**src/include/mipsBus_consts.svh**
```systemverilog
// Address map, memory depth and timer register layout shared by the RTL and the testbench
`ifndef MIPSBUS_CONSTS_SVH
`define MIPSBUS_CONSTS_SVH

// Data memory, 1024 words at the bottom of the map
`define DM_WORDS      1024
`define DM_BASE       32'h0000_0000
`define DM_LIMIT      32'h0000_0FFF

// Timer register blocks, three words each
`define TIMER0_BASE   32'h0000_7F00
`define TIMER1_BASE   32'h0000_7F10
`define TIMER_SPAN    32'd12

// Timer register word offsets
`define TMR_CTRL      2'd0
`define TMR_PRESET    2'd1
`define TMR_COUNT     2'd2

// CTRL register fields
`define CTRL_EN       0
`define CTRL_MODE     2:1
`define CTRL_IM       3

`define MODE_ONESHOT  2'd0
`define MODE_RELOAD   2'd1

// Bit positions in the 7:2 interrupt vector
`define HWINT_TIMER0  2
`define HWINT_TIMER1  3
`define HWINT_EXT     4

`endif

```
**src/mipsBusPkg.sv**
```systemverilog
// Bus word types, request structs and timer state encoding, referenced by scoped name
package mipsBusPkg;

    typedef logic [31:0] word_t;
    typedef logic [31:0] addr_t;

    // All zero means a read
    typedef logic [3:0] byteEn_t;

    typedef logic [1:0] regSel_t;

    // Numbered like the CP0 cause field
    typedef logic [7:2] hwInt_t;

    // Processor side request, presented every cycle
    typedef struct packed {
        addr_t   addr;
        word_t   wdata;
        byteEn_t byteEn;
    } busReq_t;

    // Access to one timer register
    typedef struct packed {
        regSel_t regSel;
        word_t   wdata;
        logic    we;
    } devReq_t;

    typedef enum logic [1:0] {
        stIdle  = 2'd0,
        stLoad  = 2'd1,
        stCount = 2'd2,
        stIrq   = 2'd3
    } timerState_t;

endpackage

```
**src/southBridge.sv**
```systemverilog
// Device level decode, splits accesses between the two timers and builds the interrupt vector
`timescale 1ns/1ps
`include "mipsBus_consts.svh"

module southBridge (
    input  mipsBusPkg::busReq_t  req,
    input  logic                 we,
    output mipsBusPkg::word_t    rdata,
    output mipsBusPkg::devReq_t  timer0Req,
    input  mipsBusPkg::word_t    timer0Rdata,
    input  logic                 timer0Irq,
    output mipsBusPkg::devReq_t  timer1Req,
    input  mipsBusPkg::word_t    timer1Rdata,
    input  logic                 timer1Irq,
    input  logic                 extInt,
    output mipsBusPkg::hwInt_t   hwInt
);

    logic                sel0;
    logic                sel1;
    mipsBusPkg::regSel_t regSel;

    assign sel0 = (req.addr - `TIMER0_BASE) < `TIMER_SPAN;
    assign sel1 = (req.addr - `TIMER1_BASE) < `TIMER_SPAN;

    // Both bases are 16 byte aligned, so the word offset is addr[3:2]
    assign regSel = req.addr[3:2];

    assign timer0Req.regSel = regSel;
    assign timer0Req.wdata  = req.wdata;
    assign timer0Req.we     = we & sel0;

    assign timer1Req.regSel = regSel;
    assign timer1Req.wdata  = req.wdata;
    assign timer1Req.we     = we & sel1;

    always_comb begin
        if (sel0) begin
            rdata = timer0Rdata;
        end else if (sel1) begin
            rdata = timer1Rdata;
        end else begin
            rdata = '0;
        end
    end

    // Interrupt vector, bits 7:5 unused
    always_comb begin
        hwInt                = '0;
        hwInt[`HWINT_TIMER0] = timer0Irq;
        hwInt[`HWINT_TIMER1] = timer1Irq;
        hwInt[`HWINT_EXT]    = extInt;
    end

endmodule

```
**config.mk**
```make
export PLATFORM = sky130hd
export DESIGN_NAME = southBridge
export DESIGN_NICKNAME = d
export VERILOG_FILES = /design/src/mipsBusPkg.sv /design/src/southBridge.sv
export VERILOG_INCLUDE_DIRS = /design/src /design/src/include
export SDC_FILE = /design/constraint.sdc
export NUM_CORES = 1
export LEC_CHECK = 0
export BUFFER_PORTS_ARGS = -buffer_cell sky130_fd_sc_hd__buf_4
export CAP_MARGIN = 20
export CELL_PAD_IN_SITES_DETAIL_PLACEMENT = 1
export CELL_PAD_IN_SITES_GLOBAL_PLACEMENT = 2
export CORE_AREA = 2 2 112 114
export DETAILED_ROUTE_END_ITERATION = 6
export DIE_AREA = 0 0 114 116
export GPL_TIMING_DRIVEN = 0
export PLACE_DENSITY = 0.91
export SYNTH_ARGS = -nofsm -noshare
export SYNTH_HDL_FRONTEND = slang
export SYNTH_SLANG_ARGS = --single-unit
```
**constraint.sdc**
```tcl
create_clock -name vclk -period 5.1
set_input_delay 0.51 -clock vclk [all_inputs]
set_output_delay 0.51 -clock vclk [all_outputs]
set_load 0.005 [all_outputs]
```
Word level (Yosys, flattened, before mapping)
Index checks and enable logic that the tools add are counted.
- add/sub/neg operators: 2
- magnitude comparators: 2
- muxes and demuxes: 2
- bitwise gates (word level): 2
- operators with widths (operator ; number):
    less-than comparator 32 x 4 -> 1 bit (second input constant) ; 2
    2-to-1 mux 32 bit ; 2
    subtractor 32 x 15 -> 32 bit (second input constant) ; 2
    bitwise AND 1 bit ; 2
- register bits after elaboration: 0
- input bits: 136
- output and inout bits: 108
- logic and storage cells: 8

Depth between registers and ports, before layout
- depth after elaboration: 4
- depth in mapped cells: 8
- mapped depth without buffers: 6

Worst setup path after synthesis
No wires, ideal clock.
- path type: input to output
- from: in req[63] in the netlist's numbering
- to: out rdata[10]
- arrival time: 2.533 ns
- path slack: 2.057 ns
- stages on the path: 7
- buffers on the path: 1
- path through: or4_4 -> a2111oi_4 -> nand4_1 -> a211o_1 -> nor4_4 -> buf_6 -> a32o_1
- word-level cells in the longest chain between the ends: 4
- ends and longest elaborated chain (item ; line ; source):
    start: declaration ; southBridge.sv:6 ; input mipsBusPkg::busReq_t req,
    subtractor 32 x 15 -> 32 bit (no line) ; - ;
    less-than comparator 32 x 4 -> 1 bit (no line) ; - ;
    2-to-1 mux 32 bit ; southBridge.sv:40 ; end else if (sel1) begin
    2-to-1 mux 32 bit (*) ; southBridge.sv:38 ; if (sel0) begin
    end: declaration ; southBridge.sv:8 ; output mipsBusPkg::word_t rdata,
Every way passes the cells marked *; elsewhere a longest branch is shown, timed or not.

Worst setup path in the final report
- from: in req[51] in the netlist's numbering
- to: out rdata[10]
The elaborated chain is that of the path after synthesis.

==> impl_metrics.ini <==
[setup_path]
crit_family = compound AO/OA/AOI/OAI gates
crit_chain = clkbuf_1 -> nor4_1 -> nand4bb_1 -> a211oi_1 -> a21oi_1 -> a2111oi_4 -> clkbuf_1 -> a32o_1 -> buf_4
slowest_delay_ns = 0.58
crit_type = primary input to output pin
crit_top_cell = clkbuf_1
crit_buf_inv = 3
slowest_stage = nor4_1
cp_max_fo = 10
end_kind = output pin
cp-startpoint = req[51]
crit_cells = 9
critPathLaunchType = primary input
arrival_ns = 3.28
required_ns = 4.59
endpoint = rdata[10]

[cells_and_area]
seq_cells = 0
register_area_um2 = 0
syn2layout_area_growth_pct = 119
finalNetCount = 521
layout_common_cells = buf_4, a32o_1
diodes = 0
drive_gt1_share_pct = 73.6
stdcell_count = 530
layout_commonest_cell = buf_4
clock_buffers = 0
stdcell_area_um2 = 3100

[timing]
grt_setup_unrepaired = no
period_share_pct = 74.3
hold_slack_ns = 1.19
tightest_slew_ns = 0.695
finalSetupViolCount = 0
fmax_ghz = 0.264
hold_viol_final = 0
fin_crit_ns = 3.79
setup_tns_ns = 0
report.final.slew_viol_count = 0
fin_ws_ns = 1.31
slew_headroom_pct = 53.3

[placement]
post-place-ws_ns = 1.24
post_dp_cell_area_um2 = 3100
gp_congestion = 0.756
dp.cells = 530
hpwlAfterDp_um = 7030
portBuffers = 199

[power_and_ir_drop]
peakVddDrop_mv = 0.0225
seq_power_share_pct = 0
swShare_pct = 31.2
pwr-share-clk_pct = 0
comb_power_share_pct = 100.0
p_int_uw = 123
p_leak_nw = 1.55
p_switching_uw = 55.8
powerDensity_nw_per_um2 = 57.6

[detailed_routing]
wl_um = 7890
via_count = 2176
drt_pass1_iterations = 4
viasPerCell = 4.11
avgRoutedWirePerCell_um = 14.9
drtAntennaViolNets = 0
drt_drc_violations_left = 0
drtIter0Drc = 36

[floorplan]
die_w_um = 114
num_rows = 40
initial_core_util_pct = 11.9
ioPinCount = 244
die_y_um = 116
core_area_um2 = 11900
die-area_um2 = 13200

[synthesis]
synth_cells = 182
syn_area_um2 = 1410
synth_top_cell_by_area = buf_4
yosysSeqAreaShare_pct = 0
avgSynthCellArea_um2 = 7.77
synth_top_area_share_pct = 39.3
synth_warnings = 0
synthTopCellsByArea = buf_4, a32o_1, a2111oi_4
yosysUniqueCellTypes = 36

[clocking]
cts.repair.resized = 0
post_cts_buffers = 0
hold_buffers = 0

[global_route]
grt_max_degree = 11
met2_usage_pct = 21.2
grt_pass1_wl_um = 11000
grt_pass1_vias = 2314
overflow = 0
antenna_found_initial = 0
top_usage_layer = met2
use_met3_pct = 1.88
grt.total_usage_pct = 10.1
grt_use_met1_pct = 10.8

[hold_path]
hp-class = primary input to output pin

[job]
cap_violations = 0

[status]
status = complete, no violations
## per-layer routing
metal,up-vias,share of wire [%]
li1,1029,-
met5,-,0
met4,0,0
met1,1018,34
met3,0,9.0
met2,129,57
## cell families (layout without fill, tap and decap cells)
kind of cell,Yosys count,count (layout),synth area share (%)
buf+inv,84,283,43.6
compound gates,49,49,33.5
simple gates,42,42,18.7
xor+xnor,3,3,1.86
mux,3,3,2.12
other cells,1,3,0.265
## how the worst min path moves through the flow
stage                   start       endpoint  slack [ns]  depth (start not counted)
global placement      req[22]  timer0Req[19]        1.19                          2
CTS                   req[16]  timer1Req[13]        1.19                          2
floorplan           timer0Irq       hwInt[0]        1.10                          1
detailed placement    req[29]  timer0Req[26]        1.19                          2
global route          req[31]  timer1Req[28]        1.19                          2
finish                req[16]  timer0Req[13]        1.19                          2
## synthesized netlist by cell type (2+ instances only)
cell type / n
nor3_1: 6
nor4_1: 4
o21a_1: 2
nand4_1: 3
a32o_1: 32
nand3b_1: 2
a2111oi_4: 2
nand2b_1: 3
buf_4: 74
nand2_1: 3
nand3_1: 3
or3_1: 2
mux2i_1: 3
clkbuf_1: 6
a211oi_1: 2
xor2_1: 2
a21oi_1: 6
nor2_1: 6
buf_6: 3
or2_1: 2
## per-stage QoR
stage | power, mW | util [%]
final | 0.179 | 26.0
after global routing | 0.193 | 26.0
after CTS | 0.181 | 26.0
after detailed placement | 0.180 | 26.0
after global placement | 0.176 | 26.0
after floorplan | 0.0649 | -
## power groups by stage
stage | logic (mW) | registers [mW] | clock network (mW)
floorplan | 0.0649 | 0 | 0
global placement | 0.176 | 0 | 0
detailed placement | 0.180 | 0 | 0
CTS | 0.181 | 0 | 0
global route | 0.193 | 0 | 0
finish | 0.179 | 0 | 0
## final cells by class
cell class / count / area (um2)
plain buffers: 84 / 617
fillers: 1460 / 8810
multi-input cells: 100 / 805
well taps: 147 / 184
repair buffers: 199 / 1490
(Power assumes the default switching activity.)
