### src/include/mipsBus_consts.svh
// Address map, memory depth and timer register layout shared by the RTL and the testbench
`ifndef MIPSBUS_CONSTS_SVH
`define MIPSBUS_CONSTS_SVH

// Data memory, 1024 words at the bottom of the map
`define DM_WORDS      1024
`define DM_BASE       32'h0000_0000
`define DM_LIMIT      32'h0000_0FFF

// Timer register blocks, three words each
`define TIMER0_BASE   32'h0000_7F00
`define TIMER1_BASE   32'h0000_7F10
`define TIMER_SPAN    32'd12

// Timer register word offsets
`define TMR_CTRL      2'd0
`define TMR_PRESET    2'd1
`define TMR_COUNT     2'd2

// CTRL register fields
`define CTRL_EN       0
`define CTRL_MODE     2:1
`define CTRL_IM       3

`define MODE_ONESHOT  2'd0
`define MODE_RELOAD   2'd1

// Bit positions in the 7:2 interrupt vector
`define HWINT_TIMER0  2
`define HWINT_TIMER1  3
`define HWINT_EXT     4

`endif

### src/mipsBusPkg.sv
// Bus word types, request structs and timer state encoding, referenced by scoped name
package mipsBusPkg;

    typedef logic [31:0] word_t;
    typedef logic [31:0] addr_t;

    // All zero means a read
    typedef logic [3:0] byteEn_t;

    typedef logic [1:0] regSel_t;

    // Numbered like the CP0 cause field
    typedef logic [7:2] hwInt_t;

    // Processor side request, presented every cycle
    typedef struct packed {
        addr_t   addr;
        word_t   wdata;
        byteEn_t byteEn;
    } busReq_t;

    // Access to one timer register
    typedef struct packed {
        regSel_t regSel;
        word_t   wdata;
        logic    we;
    } devReq_t;

    typedef enum logic [1:0] {
        stIdle  = 2'd0,
        stLoad  = 2'd1,
        stCount = 2'd2,
        stIrq   = 2'd3
    } timerState_t;

endpackage

### src/timer.sv
// Programmable countdown timer with one-shot and auto-reload modes and a maskable interrupt
`timescale 1ns/1ps
`include "mipsBus_consts.svh"

module timer (
    input  logic                 clk,
    input  logic                 reset,
    input  mipsBusPkg::devReq_t  req,
    output mipsBusPkg::word_t    rdata,
    output logic                 irq
);

    mipsBusPkg::word_t       ctrl;
    mipsBusPkg::word_t       preset;
    mipsBusPkg::word_t       count;
    mipsBusPkg::timerState_t state;
    logic                    ctrlWr;
    logic                    presetWr;
    logic                    reload;

    assign ctrlWr   = req.we && (req.regSel == `TMR_CTRL);
    assign presetWr = req.we && (req.regSel == `TMR_PRESET);
    // Mode values other than reload behave as one-shot
    assign reload   = ctrl[`CTRL_MODE] == `MODE_RELOAD;

    always_ff @(posedge clk) begin
        if (reset) begin
            ctrl   <= '0;
            preset <= '0;
            count  <= '0;
            state  <= mipsBusPkg::stIdle;
        end else begin
            if (ctrlWr) begin
                ctrl <= req.wdata;
            end
            if (presetWr) begin
                preset <= req.wdata;
            end

            if (ctrlWr && !req.wdata[`CTRL_EN]) begin
                // Disabling stops the timer from any state
                state <= mipsBusPkg::stIdle;
            end else begin
                case (state)
                    mipsBusPkg::stIdle: begin
                        if (ctrl[`CTRL_EN]) begin
                            state <= mipsBusPkg::stLoad;
                            count <= preset;
                        end
                    end
                    mipsBusPkg::stLoad,
                    mipsBusPkg::stCount: begin
                        // Count reaches zero on the same edge the irq state is entered
                        if (count <= 32'd1) begin
                            count <= '0;
                            state <= mipsBusPkg::stIrq;
                        end else begin
                            count <= count - 32'd1;
                            state <= mipsBusPkg::stCount;
                        end
                    end
                    mipsBusPkg::stIrq: begin
                        if (reload) begin
                            state <= mipsBusPkg::stLoad;
                            count <= preset;
                        end
                    end
                    default: state <= mipsBusPkg::stIdle;
                endcase
            end
        end
    end

    // COUNT is read only, offset 3 reads zero
    always_comb begin
        case (req.regSel)
            `TMR_CTRL:   rdata = ctrl;
            `TMR_PRESET: rdata = preset;
            `TMR_COUNT:  rdata = count;
            default:     rdata = '0;
        endcase
    end

    assign irq = (state == mipsBusPkg::stIrq) && ctrl[`CTRL_IM];

endmodule

### config.mk
export PLATFORM = sky130hd
export DESIGN_NAME = timer
export DESIGN_NICKNAME = d
export VERILOG_FILES = /design/src/mipsBusPkg.sv /design/src/timer.sv
export VERILOG_INCLUDE_DIRS = /design/src /design/src/include
export SDC_FILE = /design/constraint.sdc
export NUM_CORES = 1
export LEC_CHECK = 0
export ABC_CLOCK_PERIOD_IN_PS = 3300
export BUFFER_PORTS_ARGS = -buffer_cell sky130_fd_sc_hd__buf_2
export CORE_UTILIZATION = 30
export CTS_CLUSTER_SIZE = 14
export DETAILED_ROUTE_END_ITERATION = 6
export PLACE_DENSITY_LB_ADDON = 0.2
export SYNTH_ARGS = -nofsm -noshare
export SYNTH_HDL_FRONTEND = slang
export SYNTH_SLANG_ARGS = --single-unit
### constraint.sdc
create_clock -name clk -period 3.3 [get_ports clk]
set_input_delay 0.66 -clock clk [delete_from_list [all_inputs] [get_ports clk]]
set_output_delay 0.66 -clock clk [all_outputs]
set_load 0.005 [all_outputs]
# Word-level counts from Yosys, hierarchy flattened
# Index checks and enable logic that the tools add are counted.
word_totals:
  regBits: 98
  inputBits: 37
  output_inout_bits: 33
  word_cells: 35
op_classes:
  add_sub_neg: 1
  n_lt_le_gt_ge: 1
  eq_ne: 8
  n_mux: 9
  bitwise_logic: 1
  reduce_logical: 11
op_table:
  columns: ["cell", "count"]
  rows:
  - ["32-bit one-hot mux with 3 select lines", 2]
  - ["32-bit two-way mux", 3]
  - ["32-bit by 1-bit less-or-equal comparator with 1-bit output, second input constant", 1]
  - ["32-bit by 1-bit subtractor with 32-bit output, second input constant", 1]
  - ["2-bit by 1-bit equality test with 1-bit output, second input constant", 3]
  - ["2-bit equality test, second input constant", 3]
  - ["2-bit one-hot mux with 3 select lines", 1]
  - ["1-bit logical AND", 4]
  - ["2-bit zero test", 2]
  - ["2-bit two-way mux", 2]
  - ["2-bit inequality test, second input constant", 2]
  - ["2-bit OR reduction", 2]
  - ["3-bit AND reduction", 1]
  - ["2-bit AND reduction", 1]
  - ["1-bit zero test", 1]
  - ["1-bit two-way mux", 1]
  - ["1-bit inverter", 1]

# Logic depth before layout (Yosys ltp)
depth:
  ltp_word: 5
  ltp_mapped: 8
  mapped_depth_nobuf: 7

# Worst setup path after synthesis
# Ideal clock, no wire load.
synth_path:
  path_type: "input-to-reg"
  startpoint: "input port req[34] (netlist bit)"
  endpoint: "register count[22]"
  setup_time_ps: 92
  t_arrival_ps: 2427
  required_time_ps: 3208
  setup_slack_ps: 781
  path_stages: 7
  cell_sequence: "clkbuf_1 or4b_2 o211ai_1 clkbuf_1 buf_1 a21oi_1 o32ai_1"
synth_via:
  elab_chain_len: 5
synth_rtl:
  columns: ["element", "line_no", "text"]
  rows:
  - ["start, declared", "timer.sv:8", "input mipsBusPkg::devReq_t req,"]
  - ["2-bit zero test", null, null]
  - ["1-bit logical AND", "timer.sv:21", "assign ctrlWr = req.we && (req.regSel == `TMR_CTRL);"]
  - ["1-bit logical AND", "timer.sv:40", "if (ctrlWr && !req.wdata[`CTRL_EN]) begin"]
  - ["1-bit inverter (no source line)", null, null]
  - ["3-bit AND reduction (no source line)", null, null]
  - ["end signal, assigned", "timer.sv:48", "count <= preset;"]
  - ["end signal, assigned", "timer.sv:58", "count <= count - 32'd1;"]
  - ["end signal, assigned", "timer.sv:65", "count <= preset;"]
  - ["end, declared", "timer.sv:15", "mipsBusPkg::word_t count;"]
# Every way passes these cells.
# A chain may end at the register's enable or synchronous reset.

# Worst setup path in the final report
layout_path:
  startpoint: "register count[27]"
  endpoint: "register count[24]"
layout_via:
  elab_chain_len: 3
layout_rtl:
  columns: ["element", "line_no", "text"]
  rows:
  - ["32-bit by 1-bit less-or-equal comparator with 1-bit output", "timer.sv:54", "if (count <= 32'd1) begin"]
  - ["32-bit two-way mux", "timer.sv:54", null]
  - ["32-bit one-hot mux with 3 select lines", "timer.sv:44", "case (state)"]
# Every way passes these cells.

==> run metrics <==
status=completed; Distinct cells, synth=47; syn_nets=750; ys async rst share=0%; fill cell count=1826; TritonCTS clock tree=built; mean area per synthesized cell=7.31 um^2; critical path data required time=3.50 ns; RSZ-0062 raised after global routing=false; htree depth=3; internal power=3.09 mW; sequential cell area fraction in the yosys report=37.9%; R2R Path End=count[24]$_SDFFE_PP0P_; total grt overflow=0; Achievable Freq=341 MHz; Total GRT Usage=18.9%; Final setup viols=0; number of cell rows=47; number of enable flip-flop cells after synthesis=0; boundary pin count=70; Switch Pwr=2.69 mW; first-pass GRT wire length=26700 um; ys flop type=dfxtp_1; Net Sw Frac=46.6%; layout cells sized above 1=15.2%; commonest non-fill, non-tap cell in the layout=nand2_1; PortBufs=69; r2r setup slk=0.37 ns; antenna cells=0; # Post-CTS Setup Buffers=0; Worst R2R Start=count[27]$_SDFFE_PP0P_; Final WS setup=0.368 ns; Comb pwr share=54.4%; setup_tns=0 ns; Slew Limit Fails=0; Via density=5.38; DRC Markers=0; clock power share=20.1%; crit path from=count[27]$_SDFFE_PP0P_; ANT nets after route=0; Area Growth Syn to Fin=17.5%; Die W=133 um; DR vias=5223; die footprint=0.0178 mm^2; router iterations before antenna repair=5; Clock Skew=0.0101 ns; actual slew at the worst max-slew pin=0.770 ns; Multi-input gate area=0.00290 mm^2; Pwr Total=5.78 mW; Critical Path End Type=register; Die Y=133 um; MaxCap Viol Count=0; clock tree buffer depth=2; part of the power in registers=25.4%; DP Worst Slack=0.485 ns; Final Net Count=788; most frequent cells in the layout=187 x nand2_1, 98 x dfxtp_1, 83 x a21oi_1; CP Launch Type=register; initial antenna violation count=0; worst reg-to-reg path cell count=5; CTS Root Cell=clkbuf_16; Max VDD drop=0.000545 V; leakage=2.32 nW; final WL=16400 um; Post-DP Area=0.00576 mm^2; Avg WL per Cell=16.9 um; Yosys reg bits=98; Setup Crit Path Kind=register to register; CTS sink count=98; Post-CTS Hold Fix Bufs=0; hpwl dp=11200 um; Post-Syn Area=0.00518 mm^2; Worst Path Arrival=3.13 ns; largest net degree at the start of global routing=55; minimum clock period=2.93 ns; Fin. Hold Viols=0; Seq. cell area=0.00196 mm^2; post_cts resized=0; CTS Buf Count=9; Post-Synthesis Cells=709; Final Cycle Share=88.8%; core area=0.0167 mm^2; 1st-iter DRT viols=330; final instance area=0.00609 mm^2; vias in the first global route=4936; PD cells=949 mW/mm^2; worst hold-check path type=register to register; Rel. slew slack=48.0%; Clock transition at path regs=0.07 ns; critical-path maximum fanout=11; Clk Latency, worst-skew pair=0.35 ns; YS warnings=0; starting density of the core=31.0%; GP Congestion=0.825; CP endpoint=count[24]$_SDFFE_PP0P_
## Yosys cell counts, types with 3 or more instances
master	instances	area share, %
ha_1	4	0.97
and2_1	5	0.60
o21ai_0	42	4.1
nor2_1	20	1.4
nand4_1	4	0.48
clkbuf_1	55	4.0
or3_2	3	0.43
o211ai_1	4	0.58
o41ai_1	3	0.51
nor3_1	14	1.4
nand2b_1	5	0.60
nand3_1	20	1.9
or3_1	6	0.72
o32ai_1	13	2.2
a221oi_1	3	0.51
mux2i_1	32	6.2
o21a_1	5	0.72
nand2_1	187	14
a31oi_1	21	2.5
dfxtp_1	98	38
or4_1	10	1.4
a32oi_1	11	1.9
a21oi_1	83	8.0
buf_2	3	0.29
and3_1	3	0.36
inv_1	19	1.4
nor4_1	10	1.2
## area by class of cell
| type | count | area share (%) |
|---|---|---|
| well taps | 220 | 4.52 |
| multi-input cells | 528 | 47.6 |
| inverters | 20 | 1.23 |
| clock inverters | 2 | 0.986 |
| repair buffers | 90 | 9.08 |
| flip-flops and latches | 98 | 32.2 |
| clock buffers | 12 | 4.38 |
## cells by family (layout without fill, tap and decap cells)
group | count (synthesis) | after routing | share of synthesized area (%)
DFF | 98 | 98 | 37.9
adders and majority gates | 4 | 4 | 0.966
buffers and inverters | 83 | 124 | 6.40
and+or+nand+nor | 297 | 297 | 26.0
AOI/OAI and AO/OA | 195 | 195 | 22.6
muxes | 32 | 32 | 6.18
## registers in the layout, summed over array words and instances (netlist names)
| register | flops |
|---|---|
| count | 32 |
| ctrl | 32 |
| preset | 32 |
| state | 2 |
## how the worst min path moves through the flow
stage	startpoint	to	slack [ns]	depth (start not counted)
2_1_floorplan	ctrl[10]$_SDFFE_PP0P_	ctrl[10]$_SDFFE_PP0P_	0.44	2
3_3_place_gp	ctrl[4]$_SDFFE_PP0P_	ctrl[4]$_SDFFE_PP0P_	0.44	2
3_5_place_dp	ctrl[4]$_SDFFE_PP0P_	ctrl[4]$_SDFFE_PP0P_	0.45	2
4_1_cts	ctrl[4]$_SDFFE_PP0P_	ctrl[4]$_SDFFE_PP0P_	0.46	2
5_1_grt	ctrl[23]$_SDFFE_PP0P_	ctrl[23]$_SDFFE_PP0P_	0.46	2
6_report	ctrl[12]$_SDFFE_PP0P_	ctrl[12]$_SDFFE_PP0P_	0.46	2
## layer usage
layer,share of wire (%),track usage [%]
met1,47,26.1
met5,0,0
met4,2.1,7.45
met2,46,29.7
met3,4.6,2.51
## metrics by stage
step | std cells | utilization [%] | hold WS (ns)
after floorplan | 709 | - | 0.436
after global placement | 956 | 34.5 | 0.442
after detailed placement | 956 | 34.5 | 0.447
after CTS | 970 | 36.5 | 0.457
after global routing | 970 | 36.5 | 0.465
final | 970 | 36.5 | 0.457
## worst max-delay path, cell delays in order, from the launching register on
cell     delay [ns]
dfxtp_1        0.38
or4_1          0.60
nor4b_1        0.70
nand3_1        0.59
a32oi_1        0.39
o32ai_1        0.13
## power by group through the flow
stage / clock, mW / sequential [mW] / combinational [mW]
global placement: 0 / 1.49 / 3.13
global route: 1.24 / 1.49 / 3.42
finish: 1.16 / 1.47 / 3.15
detailed placement: 0 / 1.50 / 3.14
floorplan: 0 / 1.43 / 2.34
CTS: 1.19 / 1.47 / 3.16
(Power assumes the default switching activity.)
