==> config.mk <==
export PLATFORM = sky130hd
export DESIGN_NAME = northBridge
export DESIGN_NICKNAME = d
export VERILOG_FILES = /design/src/mipsBusPkg.sv /design/src/northBridge.sv
export VERILOG_INCLUDE_DIRS = /design/src /design/src/include
export SDC_FILE = /design/constraint.sdc
export NUM_CORES = 1
export LEC_CHECK = 0
export ABC_AREA = 1
export BUFFER_PORTS_ARGS = -buffer_cell sky130_fd_sc_hd__buf_4
export CORE_AREA = 3 3 115 117
export DETAILED_ROUTE_END_ITERATION = 10
export DIE_AREA = 0 0 118 120
export SLEW_MARGIN = 10
export SYNTH_ARGS = -nofsm -noshare
export SYNTH_HDL_FRONTEND = slang
export SYNTH_SLANG_ARGS = --single-unit
==> constraint.sdc <==
create_clock -name vclk -period 2.2
set_clock_uncertainty 0.15 [all_clocks]
set_input_delay 0.11 -clock vclk [all_inputs]
set_output_delay 0.11 -clock vclk [all_outputs]
set_load 0.01 [all_outputs]
==> src/include/mipsBus_consts.svh <==
// Address map, memory depth and timer register layout shared by the RTL and the testbench
`ifndef MIPSBUS_CONSTS_SVH
`define MIPSBUS_CONSTS_SVH

// Data memory, 1024 words at the bottom of the map
`define DM_WORDS      1024
`define DM_BASE       32'h0000_0000
`define DM_LIMIT      32'h0000_0FFF

// Timer register blocks, three words each
`define TIMER0_BASE   32'h0000_7F00
`define TIMER1_BASE   32'h0000_7F10
`define TIMER_SPAN    32'd12

// Timer register word offsets
`define TMR_CTRL      2'd0
`define TMR_PRESET    2'd1
`define TMR_COUNT     2'd2

// CTRL register fields
`define CTRL_EN       0
`define CTRL_MODE     2:1
`define CTRL_IM       3

`define MODE_ONESHOT  2'd0
`define MODE_RELOAD   2'd1

// Bit positions in the 7:2 interrupt vector
`define HWINT_TIMER0  2
`define HWINT_TIMER1  3
`define HWINT_EXT     4

`endif

==> src/mipsBusPkg.sv <==
// Bus word types, request structs and timer state encoding, referenced by scoped name
package mipsBusPkg;

    typedef logic [31:0] word_t;
    typedef logic [31:0] addr_t;

    // All zero means a read
    typedef logic [3:0] byteEn_t;

    typedef logic [1:0] regSel_t;

    // Numbered like the CP0 cause field
    typedef logic [7:2] hwInt_t;

    // Processor side request, presented every cycle
    typedef struct packed {
        addr_t   addr;
        word_t   wdata;
        byteEn_t byteEn;
    } busReq_t;

    // Access to one timer register
    typedef struct packed {
        regSel_t regSel;
        word_t   wdata;
        logic    we;
    } devReq_t;

    typedef enum logic [1:0] {
        stIdle  = 2'd0,
        stLoad  = 2'd1,
        stCount = 2'd2,
        stIrq   = 2'd3
    } timerState_t;

endpackage

==> src/northBridge.sv <==
// First level address decode, routes processor accesses to data memory or the south bridge
`timescale 1ns/1ps
`include "mipsBus_consts.svh"

module northBridge (
    input  mipsBusPkg::busReq_t  req,
    output mipsBusPkg::word_t    rdata,
    output logic                 busError,
    output mipsBusPkg::addr_t    dmAddr,
    output mipsBusPkg::word_t    dmWdata,
    output mipsBusPkg::byteEn_t  dmByteEn,
    input  mipsBusPkg::word_t    dmRdata,
    output mipsBusPkg::busReq_t  sbReq,
    output logic                 sbWe,
    input  mipsBusPkg::word_t    sbRdata
);

    logic dmSel;
    logic timer0Hit;
    logic timer1Hit;
    logic sbSel;
    logic isWrite;
    logic fullWord;

    // Offset compares keep each window check to a single unsigned test
    assign dmSel     = (req.addr - `DM_BASE) < (`DM_LIMIT - `DM_BASE + 32'd1);
    assign timer0Hit = (req.addr - `TIMER0_BASE) < `TIMER_SPAN;
    assign timer1Hit = (req.addr - `TIMER1_BASE) < `TIMER_SPAN;
    assign sbSel     = timer0Hit | timer1Hit;

    assign isWrite  = |req.byteEn;
    assign fullWord = &req.byteEn;

    // Memory side, byte enables only reach a selected memory
    assign dmAddr   = req.addr;
    assign dmWdata  = req.wdata;
    assign dmByteEn = dmSel ? req.byteEn : '0;

    // Device side, registers accept full words only
    assign sbReq.addr   = req.addr;
    assign sbReq.wdata  = req.wdata;
    assign sbReq.byteEn = sbSel ? req.byteEn : '0;
    assign sbWe         = sbSel & fullWord;

    always_comb begin
        if (dmSel) begin
            rdata = dmRdata;
        end else if (sbSel) begin
            rdata = sbRdata;
        end else begin
            rdata = '0;
        end
    end

    // Unmapped access of any kind, or a partial word device write
    assign busError = (~dmSel & ~sbSel) | (sbSel & isWrite & ~fullWord);

endmodule

# Yosys cells after proc, flatten, opt, wreduce, memory -nomap -nowiden
# Cells that the tools add are included.
[op_classes]
add_sub_neg = 2
order_cmp = 3
muxes = 4
bitwise_logic = 9
reduce_logical = 2
[ops]
columns = ["cell", "n"]
rows = [
  ["$lt A32 B4 Y1 const B", 2],
  ["$mux W32", 2],
  ["$sub A32 B15 Y32 const B", 2],
  ["$lt A32 B13 Y1 const B", 1],
  ["$mux W4", 2],
  ["$and A1 B1 Y1", 4],
  ["$reduce_and A4 Y1", 1],
  ["$reduce_or A4 Y1", 1],
  ["$not A1 Y1", 3],
  ["$or A1 B1 Y1", 2],
]
[totals]
register_bits = 0
input_bits = 132
wordCells = 20

# Logic depth before layout (Yosys ltp)
# Gate-level depths: netlist (run 1).
[depth]
word_depth = 6
mapped_depth = 17
depth_no_buf = 16

# Worst setup path before layout (run 1)
# Ideal clock, no wire load.
[synth_timing]
path_kind = "input to output"
startpoint = "in req[52] (netlist bit)"
endpoint = "out rdata[10]"
t_arrival_ns = 1.687
required_ns = 1.940
slack_ns = 0.253
cell_stages = 11
cell_sequence = "nor2_2 -> nand2_1 -> nor3_1 -> nand2_1 -> xor2_1 -> nor3b_1 -> nand3_2 -> nand2_4 -> buf_6 -> nand2_1 -> nand2_1"
[synth_between]
elab_chain_cells = 5
word_cells_on_any_way = 8
[synth_rtl]
columns = ["item", "line", "text"]
rows = [
  ["start: declaration", "northBridge.sv:6", "input mipsBusPkg::busReq_t req,"],
  ["$sub A32 B15 Y32 (no source line)", "n/a", ""],
  ["$lt A32 B4 Y1 (no source line)", "n/a", ""],
  ["$or A1 B1 Y1", "northBridge.sv:29", "assign sbSel = timer0Hit | timer1Hit;"],
  ["$mux W32", "northBridge.sv:48", "end else if (sbSel) begin"],
  ["$mux W32 (*)", "northBridge.sv:46", "if (dmSel) begin"],
  ["end: declaration", "northBridge.sv:7", "output mipsBusPkg::word_t rdata,"],
]
# Every way passes the cells marked *; elsewhere a longest branch is shown, timed or not.

# Worst setup path in the final report (run 1)
[layout_timing]
startpoint = "in req[54] (netlist bit)"
endpoint = "out rdata[11]"
# Same word-level chain as after synthesis.

==> results of run 1 <==
-- metal layers --
layer	part of all wire [%]	track usage (%)
met5	0	0
met4	2.7	4.542
met3	7.6	2.969
met2	49	28.06
met1	41	21.66
-- worst max-delay path, cell delays in order --
cell	delay, ps
sky130_fd_sc_hd__buf_8	100
sky130_fd_sc_hd__nor2_4	170
sky130_fd_sc_hd__inv_2	70
sky130_fd_sc_hd__nor2_4	120
sky130_fd_sc_hd__nand2_4	90
sky130_fd_sc_hd__nor2_4	110
sky130_fd_sc_hd__nand2_2	70
sky130_fd_sc_hd__nand2_2	80
sky130_fd_sc_hd__nand2_1	50
sky130_fd_sc_hd__nor2_1	100
sky130_fd_sc_hd__nand3_1	130
sky130_fd_sc_hd__nor2_2	180
sky130_fd_sc_hd__nand3_4	110
sky130_fd_sc_hd__nand2_8	140
sky130_fd_sc_hd__buf_12	140
sky130_fd_sc_hd__nand2_1	60
sky130_fd_sc_hd__nand2_1	80
sky130_fd_sc_hd__buf_4	120
-- cell usage in the layout, fill, tap and decap left out, types with 2 or more instances in the layout --
master / Yosys / final
sky130_fd_sc_hd__nor2_1: 62 / 33
sky130_fd_sc_hd__xor2_1: 4 / 4
sky130_fd_sc_hd__nand3_2: 4 / 8
sky130_fd_sc_hd__inv_4: 0 / 2
sky130_fd_sc_hd__buf_8: 0 / 4
sky130_fd_sc_hd__nor2_2: 6 / 23
sky130_fd_sc_hd__inv_1: 69 / 62
sky130_fd_sc_hd__o21ai_0: 3 / 2
sky130_fd_sc_hd__buf_16: 0 / 2
sky130_fd_sc_hd__nand2_4: 1 / 30
sky130_fd_sc_hd__o211ai_1: 2 / 2
sky130_fd_sc_hd__a21oi_2: 0 / 6
sky130_fd_sc_hd__nor3_1: 4 / 3
sky130_fd_sc_hd__nand2_1: 249 / 170
sky130_fd_sc_hd__nand2_2: 3 / 52
sky130_fd_sc_hd__nand3_4: 1 / 4
sky130_fd_sc_hd__buf_6: 2 / 42
sky130_fd_sc_hd__nand4_1: 6 / 6
sky130_fd_sc_hd__nand3b_1: 2 / 2
sky130_fd_sc_hd__inv_2: 6 / 10
sky130_fd_sc_hd__nand3_1: 44 / 37
sky130_fd_sc_hd__buf_12: 0 / 4
sky130_fd_sc_hd__buf_4: 128 / 274
sky130_fd_sc_hd__nor2_4: 2 / 14
-- stage by stage --
step	hold slack, ps	TNS, ps
global placement	70.10	-6136
detailed placement	70.10	-6325
finish	70.01	-2399
CTS	70.10	-1255
global route	70.02	-6712
floorplan	161.8	0
-- synthesized netlist by cell type (all sizes together) --
master	number
nand3b	2
a21oi	7
xor2	4
o211ai	2
o21ai	5
inv	75
o21bai	1
and2	1
nor2	70
clkbuf	6
o22ai	1
o2111ai	1
nor4	1
nand2	253
buf	131
nor3b	1
nand3	49
nor3	4
nand4	6
-- where the power goes --
group / internal [mW] / switching (mW) / total [mW]
clock: 0 / 0 / 0
combinational: 0.353 / 0.308 / 0.661
sequential: 0 / 0 / 0
total: 0.353 / 0.308 / 0.661
-- path summary, 6_finish.rpt --
check | start | endpoint | slack (ps) | depth (start not counted)
setup / recovery | req[54] | rdata[11] | -120 | 18
hold / removal | req[18] | sbReq[18] | 70 | 0
-- repair_timing --
item / 4_1_cts / 5_1_grt
hold buffers: 0 / 0
endpoints found under the setup margin: 38 / 38
pin swaps: 21 / 57
cloned: 2 / 1
setup buffers: 13 / 10
resized for setup: 93 / 147
-- final cells by class --
cell class,count,area share [%]
inverter,75,5.184
tap,172,3.826
timing repair buffer,327,48.90
multi-input combinational,408,42.09
-- kinds of logic (layout without fill, tap and decap cells) --
group | Yosys count | count (layout) | synth area share, %
xor+xnor | 4 | 4 | 1.146
buf+inv | 212 | 402 | 42.28
compound gates | 17 | 17 | 3.315
simple gates | 387 | 387 | 53.25
==> summary.txt, run 1 <==
Status
  • Violated checks: negative setup slack
  • Status: finished with violations

Job
  • Count of max-cap constraint violations: 0

Routing
  • Detailed Route Iter0 Violations: 237
  • Avg WL per Cell: 13.55 um
  • Total routed wirelength: 13.31 mm
  • Via density per instance: 4.369
  • Router iterations before antenna repair: 4
  • Number of design rule violations left after detail routing: 0
  • Via count: 4290
  • Number of nets still failing antenna checks after routing: 0

Finish
  • Total Nets Final: 944
  • Antenna diode instance count: 0
  • Sequential cell count of the final layout: 0
  • Count of non-filler cells in the finished layout: 982
  • Area growth from synthesis to layout: 83.99%
  • Register area: 0 um2
  • Number of clock buffers in the layout: 0
  • Post-layout instance area: 5624 um2
  • Share of post-route cells with drive strength above 1: 59.63%
  • Share of the core filled with cells in the final layout: 45.12%
  • Filler cell count in the final layout: 1325
  • Multi-input gate area in the final layout: 2367 um2

Pwr
  • Power density of the placed cells: 117.5 nW/um2
  • P_leak: 3.264 nW
  • Total power after layout: 0.6610 mW
  • Maximum resistive drop on vdd: 0.00006730 V

Global routing
  • First-pass GRT wire length: 19.61 mm
  • Total gr overflow: 0
  • Maximum number of pins on one net before global-route repair: 33
  • Via count of the first global-routing pass: 3924
  • Total track usage: 16.57%
  • Initial antenna violation count: 0

Timing
  • Slew HR: 74.64%
  • Timing-limited maximum frequency: 431.5 MHz
  • Worst-Margin Slew: 377.5 ps
  • Final critical-path setup slack: -117.3 ps
  • Final Hold Violating Endpoints: 0
  • RSZ-0062 raised after global routing: true
  • Shortest period the worst path allows: 2317 ps
  • Max-slew violation count: 0
  • Final setup violation count: 32
  • Period utilisation layout: 105.3%

Floorplan
  • Placeable Area: 12470 um2
  • Die Height: 120 um
  • Initial core utilization: 24.52%
  • Full die area: 14160 um2
  • Cell row count: 41
  • Chip width: 118 um
  • Total I/O pin count: 302

Critical path
  • Crit path launch type: input port
  • Data arrival time of the critical path: 2060 ps
  • Critical setup path kind: input port to output port
  • Critical Path RT: 1940 ps
  • Type of destination of the critical path: output port
  • Top fanout value on the critical path: 6

Placement
  • Last weighted congestion value of the routability-driven placer: 0.9534
  • IO Port Bufs: 200
  • Post-placement setup slack: -242.3 ps
  • Placement-stage cell area: 4553 um2
  • Cell count after placement: 957
  • Dpl hpwl: 10.55 mm

Synth
  • Number of standard cells after synthesis: 620
  • Count of synthesis-stage warnings from yosys: 0
  • Ranking of synthesized cells by area: sky130_fd_sc_hd__buf_4 (31%), sky130_fd_sc_hd__nand2_1 (31%), sky130_fd_sc_hd__inv_1 (8.5%)
  • Count of unique library cells instantiated by Yosys: 30
  • Sequential element share of the synthesized area: 0%
  • Share of the synthesized area in the top cell type: 31.44%
  • Synth Net Count: 752
  • Cell area after synthesis: 3057 um2
  • Leading area contributor after synthesis: sky130_fd_sc_hd__buf_4
  • Avg Cell Area, Syn: 4.930 um2

Min path
  • Path type of the worst min-delay path: input port to output port
(Power assumes the default switching activity.)
==> run 2, diff against run 1 <==
- SETUP_SLACK_MARGIN: unset -> 0.5
==> run 2 against run 1 <==
  * The run still ends with negative setup slack left
  * Count of clock-buffer cells in the layout did not move
  * Final cell count is 2.5% lower
  * Sequential share of layout area stayed put
  * Worst setup slack improved by 37 ps
  * First-iteration DRC count fell by 17%
  * Fmax increased by 1.6%
  * Via count decreased by 5.9%
  * Power is 9.7% lower
  * Critical path type unchanged
  * Largest cell class unchanged
==> summary.txt, run 2 (same netlist as run 1, synthesis figures left out) <==
Status
  • Status: finished with violations
  • Violated checks: negative setup slack

Placement
  • IO Port Bufs: 200
  • Dpl hpwl: 10.50 mm
  • Cell count after placement: 943
  • Last weighted congestion value of the routability-driven placer: 0.9626

Critical path
  • Largest delay contributor family on the critical path: simple AND/OR/NAND/NOR gates
  • Type of destination of the critical path: output port
  • Critical Path RT: 1940 ps
  • Data arrival time of the critical path: 2020 ps
  • Crit path launch type: input port
  • CP peak stage delay: 190 ps
  • Critical setup path kind: input port to output port
  • Slowest stage cell, crit path: sky130_fd_sc_hd__nor2_4
  • Top fanout value on the critical path: 4
  • Chain of cells forming the critical path: buf_8 -> buf_6 -> inv_4 -> nand2_4 -> nor2_4 -> nand2_4 -> nor2_2 -> nand2_1 -> nand2_2 -> nand2_1 -> nor2_1 -> nand3_1 -> nor2_2 -> nand3_2 -> buf_4 -> buf_6 -> a21oi_2 -> buf_4
  • Buffers & Inverters on Critical Path: 6

Floorplan
  • Chip width: 118 um
  • Die Height: 120 um
  • Full die area: 14160 um2
  • Total I/O pin count: 302
  • Placeable Area: 12470 um2
  • Cell row count: 41
  • Initial core utilization: 24.52%

Routing
  • Router iterations before antenna repair: 5
  • Number of nets still failing antenna checks after routing: 0
  • Detailed Route Iter0 Violations: 196
  • Total routed wirelength: 12.31 mm
  • Via count: 4039
  • Number of design rule violations left after detail routing: 0
  • Avg WL per Cell: 12.86 um
  • Via density per instance: 4.220

Finish
  • Most frequent standard cell in the layout excluding fill and tap cells: sky130_fd_sc_hd__buf_4
  • Count of non-filler cells in the finished layout: 957
  • Sequential cell count of the final layout: 0
  • Area growth from synthesis to layout: 63.32%
  • Number of clock buffers in the layout: 0
  • Filler cell count in the final layout: 1385
  • Multi-input gate area in the final layout: 2115 um2
  • Top library cells by usage in the layout, fill and taps aside: sky130_fd_sc_hd__buf_4 (284), sky130_fd_sc_hd__nand2_1 (193), sky130_fd_sc_hd__inv_1 (64), sky130_fd_sc_hd__nand2_2 (51), sky130_fd_sc_hd__nand3_1 (40)
  • Share of post-route cells with drive strength above 1: 54.01%
  • Register area: 0 um2
  • Total Nets Final: 919
  • Antenna diode instance count: 0

Global routing
  • Total track usage: 15.60%
  • Total gr overflow: 0
  • First-pass GRT wire length: 18.67 mm
  • Maximum number of pins on one net before global-route repair: 33
  • Initial antenna violation count: 0
  • Via count of the first global-routing pass: 3795

Job
  • Count of max-cap constraint violations: 0

Timing
  • Period utilisation layout: 103.6%
  • Slew HR: 79.26%
  • RSZ-0062 raised after global routing: true
  • Final critical-path setup slack: -80.29 ps
  • Final Hold Violating Endpoints: 0
  • Shortest period the worst path allows: 2280 ps
  • Max-slew violation count: 0
  • Timing-limited maximum frequency: 438.5 MHz
  • Final setup violation count: 37
  • Worst-Margin Slew: 309.4 ps

Pwr
  • Maximum resistive drop on vdd: 0.00004992 V
  • P_leak: 2.881 nW
  • Total power after layout: 0.5967 mW
  • Power density of the placed cells: 119.5 nW/um2

Min path
  • Path type of the worst min-delay path: input port to output port

CTS
  • CTS hold repair buffers: 0
[run 2: cell types whose count changed in the layout (fill, tap and decap cells not counted), moves of 5 or more]
cell | previous run | this run
sky130_fd_sc_hd__nor2_4 | 14 | 9
sky130_fd_sc_hd__nand2_1 | 170 | 193
sky130_fd_sc_hd__buf_6 | 42 | 14
sky130_fd_sc_hd__nor2_1 | 33 | 39
sky130_fd_sc_hd__nand2_4 | 30 | 9
sky130_fd_sc_hd__buf_4 | 274 | 284
[run 2: power by group]
part	total (mW)	switching, mW	internal [mW]	leakage, nW
sequential	0	0	0	0
combinational	0.597	0.275	0.322	2.88
clock	0	0	0	0
[run 2: through the flow]
stage	setup TNS (ps)	util, %	instance area [um2]	setup WS [ps]	hold slack, ps
floorplan	0	-	3176	369.3	161.8
global route	-8425	40.05	4992	-249.8	70.02
detailed placement	-4326	36.56	4557	-141.1	70.11
CTS	-1600	38.00	4737	-74.62	70.11
finish	-1765	40.05	4992	-80.29	70.00
global placement	-5304	36.56	4557	-224.3	70.11
[run 2: what timing repair did]
action	in CTS	in global routing
setup endpoints to repair	42	42
gates cloned	1	1
buffers inserted	6	6
pin swaps	11	23
gates resized for setup	36	60
[run 2: layout make-up]
cell class,instances,share of cell area [%]
Inverter,75,5.865
Timing Repair Buffer,302,47.47
Tap cell,172,4.311
Multi-Input combinational cell,408,42.36
[run 2: final timing paths]
check / startpoint / to / cells after the start
worst min-delay path: req[25] / sbReq[25] / 0
worst max-delay path: req[52] / sbReq[2] / 18
[run 2: routing by layer]
metal  vias up  track usage, %  share of wire [%]
met4         0           2.857                1.6
met1      1777           20.21                 42
met3        26           2.639                7.3
met5         -               0                  0
met2       155           27.45                 49
li1       2081               -                  -
==> run 3, diff against run 2 <==
==> constraint.sdc (replaced) <==
create_clock -name vclk -period 2.2
set_clock_uncertainty 0.15 [all_clocks]
set_input_delay 0.22 -clock vclk [all_inputs]
set_output_delay 0.22 -clock vclk [all_outputs]
set_load 0.01 [all_outputs]
==> run 3 against run 2 <==
  * The run still ends with negative setup slack left
  * First-iteration DRC count down 4.1%
  * Worst setup slack worse by 230 ps
  * Design area up 17%
  * Via count up 6.3%
  * Routed wire length up 13%
  * Non-clock buffer count up 45
  * Sequential share of layout area unchanged
  * Core utilization up 6.9 points
  * Die area unchanged
  * Fmax down 9.2%
  * Combinational power up 18%
  * Largest cell class unchanged
==> summary.txt, run 3 (same netlist as run 1, synthesis figures left out) <==
Global routing
  • Maximum number of pins on one net before global-route repair: 33
  • Total track usage: 17.55%
  • Total gr overflow: 0
  • First-pass GRT wire length: 20.80 mm
  • Via count of the first global-routing pass: 4176
  • Initial antenna violation count: 0

Floorplan
  • Full die area: 14160 um2
  • Initial core utilization: 24.52%
  • Die Height: 120 um
  • Chip width: 118 um
  • Placeable Area: 12470 um2
  • Cell row count: 41
  • Total I/O pin count: 302

Critical path
  • Slowest stage cell, crit path: sky130_fd_sc_hd__nor3_2
  • Type of destination of the critical path: output port
  • Cell repeated most along the worst path: sky130_fd_sc_hd__nand2_2
  • Critical setup path kind: input port to output port
  • Data arrival time of the critical path: 2140 ps
  • CP peak stage delay: 310 ps
  • Critical Path RT: 1830 ps
  • Crit path launch type: input port
  • Top fanout value on the critical path: 7
  • Chain of cells forming the critical path: buf_8 -> nor2_4 -> nand2_2 -> nor2_2 -> nand2_2 -> buf_4 -> nand2_1 -> nand3_1 -> nor3_2 -> nand3_4 -> nand2_8 -> clkbuf_16 -> nand2_2 -> nand2_2 -> buf_6

Placement
  • IO Port Bufs: 200
  • Dpl hpwl: 10.83 mm
  • Last weighted congestion value of the routability-driven placer: 0.9421

Status
  • Status: finished with violations
  • Violated checks: negative setup slack

Pwr
  • Maximum resistive drop on vdd: 0.00006624 V
  • P_leak: 3.241 nW
  • Switching component of the power: 0.3169 mW
  • Internal Pwr Total: 0.3866 mW
  • Combinational fraction of design power: 100.0%
  • Part of the power in the clock network: 0%
  • Power density of the placed cells: 120.2 nW/um2
  • Total power after layout: 0.7035 mW
  • Sequential share of power: 0%
  • Switching share of total power: 45.05%

Timing
  • Period utilisation layout: 114.2%
  • Final critical-path setup slack: -311.9 ps
  • Final setup violation count: 38
  • Hold slack final: 290.0 ps
  • Worst-Margin Slew: 356.2 ps
  • Slew HR: 76.03%
  • Max-slew violation count: 0
  • Shortest period the worst path allows: 2512 ps
  • RSZ-0062 raised after global routing: true
  • Timing-limited maximum frequency: 398.1 MHz
  • Final Hold Violating Endpoints: 0

Routing
  • Total routed wirelength: 13.91 mm
  • Number of design rule violations left after detail routing: 0
  • Via count: 4295
  • Router iterations before antenna repair: 4
  • Avg WL per Cell: 13.88 um
  • Via density per instance: 4.286
  • Number of nets still failing antenna checks after routing: 0
  • Detailed Route Iter0 Violations: 188

Finish
  • Number of clock buffers in the layout: 0
  • Share of post-route cells with drive strength above 1: 63.49%
  • Register area: 0 um2
  • Area growth from synthesis to layout: 91.40%
  • Antenna diode instance count: 0
  • Filler cell count in the final layout: 1310
  • Sequential cell count of the final layout: 0
  • Total Nets Final: 964
  • Most frequent standard cell in the layout excluding fill and tap cells: sky130_fd_sc_hd__buf_4
  • Top library cells by usage in the layout, fill and taps aside: sky130_fd_sc_hd__buf_4 (288), sky130_fd_sc_hd__nand2_1 (161), sky130_fd_sc_hd__nand2_2 (77), sky130_fd_sc_hd__inv_1 (60), sky130_fd_sc_hd__buf_6 (46)

Min path
  • Hold-critical path depth: 0
  • Path type of the worst min-delay path: input port to output port
  • Hold Path End: dmWdata[16]
  • Launch point of the worst hold path: req[20]

CTS
  • CTS hold repair buffers: 0

Job
  • Count of max-cap constraint violations: 0
## run 3: changes by cell type in the layout (fill, tap and decap cells not counted), moves of 11 or more
cell,delta
sky130_fd_sc_hd__nand3_1,-11
sky130_fd_sc_hd__buf_6,+32
sky130_fd_sc_hd__nand2_1,-32
sky130_fd_sc_hd__nor2_4,+11
sky130_fd_sc_hd__nor2_1,-12
sky130_fd_sc_hd__nand2_2,+26
## run 3: power groups by stage
stage          clock network (mW)  logic, mW  registers [mW]
2_1_floorplan                   0      0.391               0
3_3_place_gp                    0      0.598               0
3_5_place_dp                    0      0.599               0
4_1_cts                         0      0.670               0
5_1_grt                         0      0.764               0
6_report                        0      0.704               0
## run 3: worst max path at each step
stage	from	slack (ps)	endpoint
6_report	req[51]	-310	rdata[28]
5_1_grt	req[48]	-450	rdata[28]
4_1_cts	req[46]	-190	rdata[15]
3_5_place_dp	req[57]	-330	busError
3_3_place_gp	req[57]	-340	busError
2_1_floorplan	req[50]	150	rdata[10]
## run 3: final cells by class
type / count / area (um2) / share of cell area, %
tap: 172 / 215.2 / 3.678
multi-input combinational: 408 / 2397 / 40.98
inverter: 75 / 295.3 / 5.047
timing repair buffer: 347 / 2943 / 50.30
## run 3: metal layers
layer	share of wire, %	up-vias	GRT usage, %	wire (um)
met3	6.9	48	3.110	953
met1	40	1906	21.96	5559
li1	-	2179	-	-
met5	0	-	0	0
met4	2.9	0	4.762	399
met2	50	162	31.01	6997
## run 3: what timing repair did
action	4_1_cts	5_1_grt
pin swaps	31	39
cloned	1	4
gates resized for setup	116	82
buffers inserted	22	8
endpoints found under the setup margin	42	42
## run 3: critical path: cells and delay by family
kind / cells / cell delay, ps
buffers and inverters: 4 / 520
and+or+nand+nor: 11 / 1390
## run 3: per-stage QoR
stage          util (%)  setup slack [ps]  TNS [ps]  cell area, um2  std cells
2_1_floorplan         -             150.0         0            3232        620
3_3_place_gp      38.65            -342.9    -11060            4818        967
3_5_place_dp      38.65            -331.5    -11350            4818        967
4_1_cts           43.51            -194.3     -5813            5424        990
5_1_grt           46.93            -446.8    -14810            5851       1002
6_report          46.93            -311.9     -9551            5851       1002
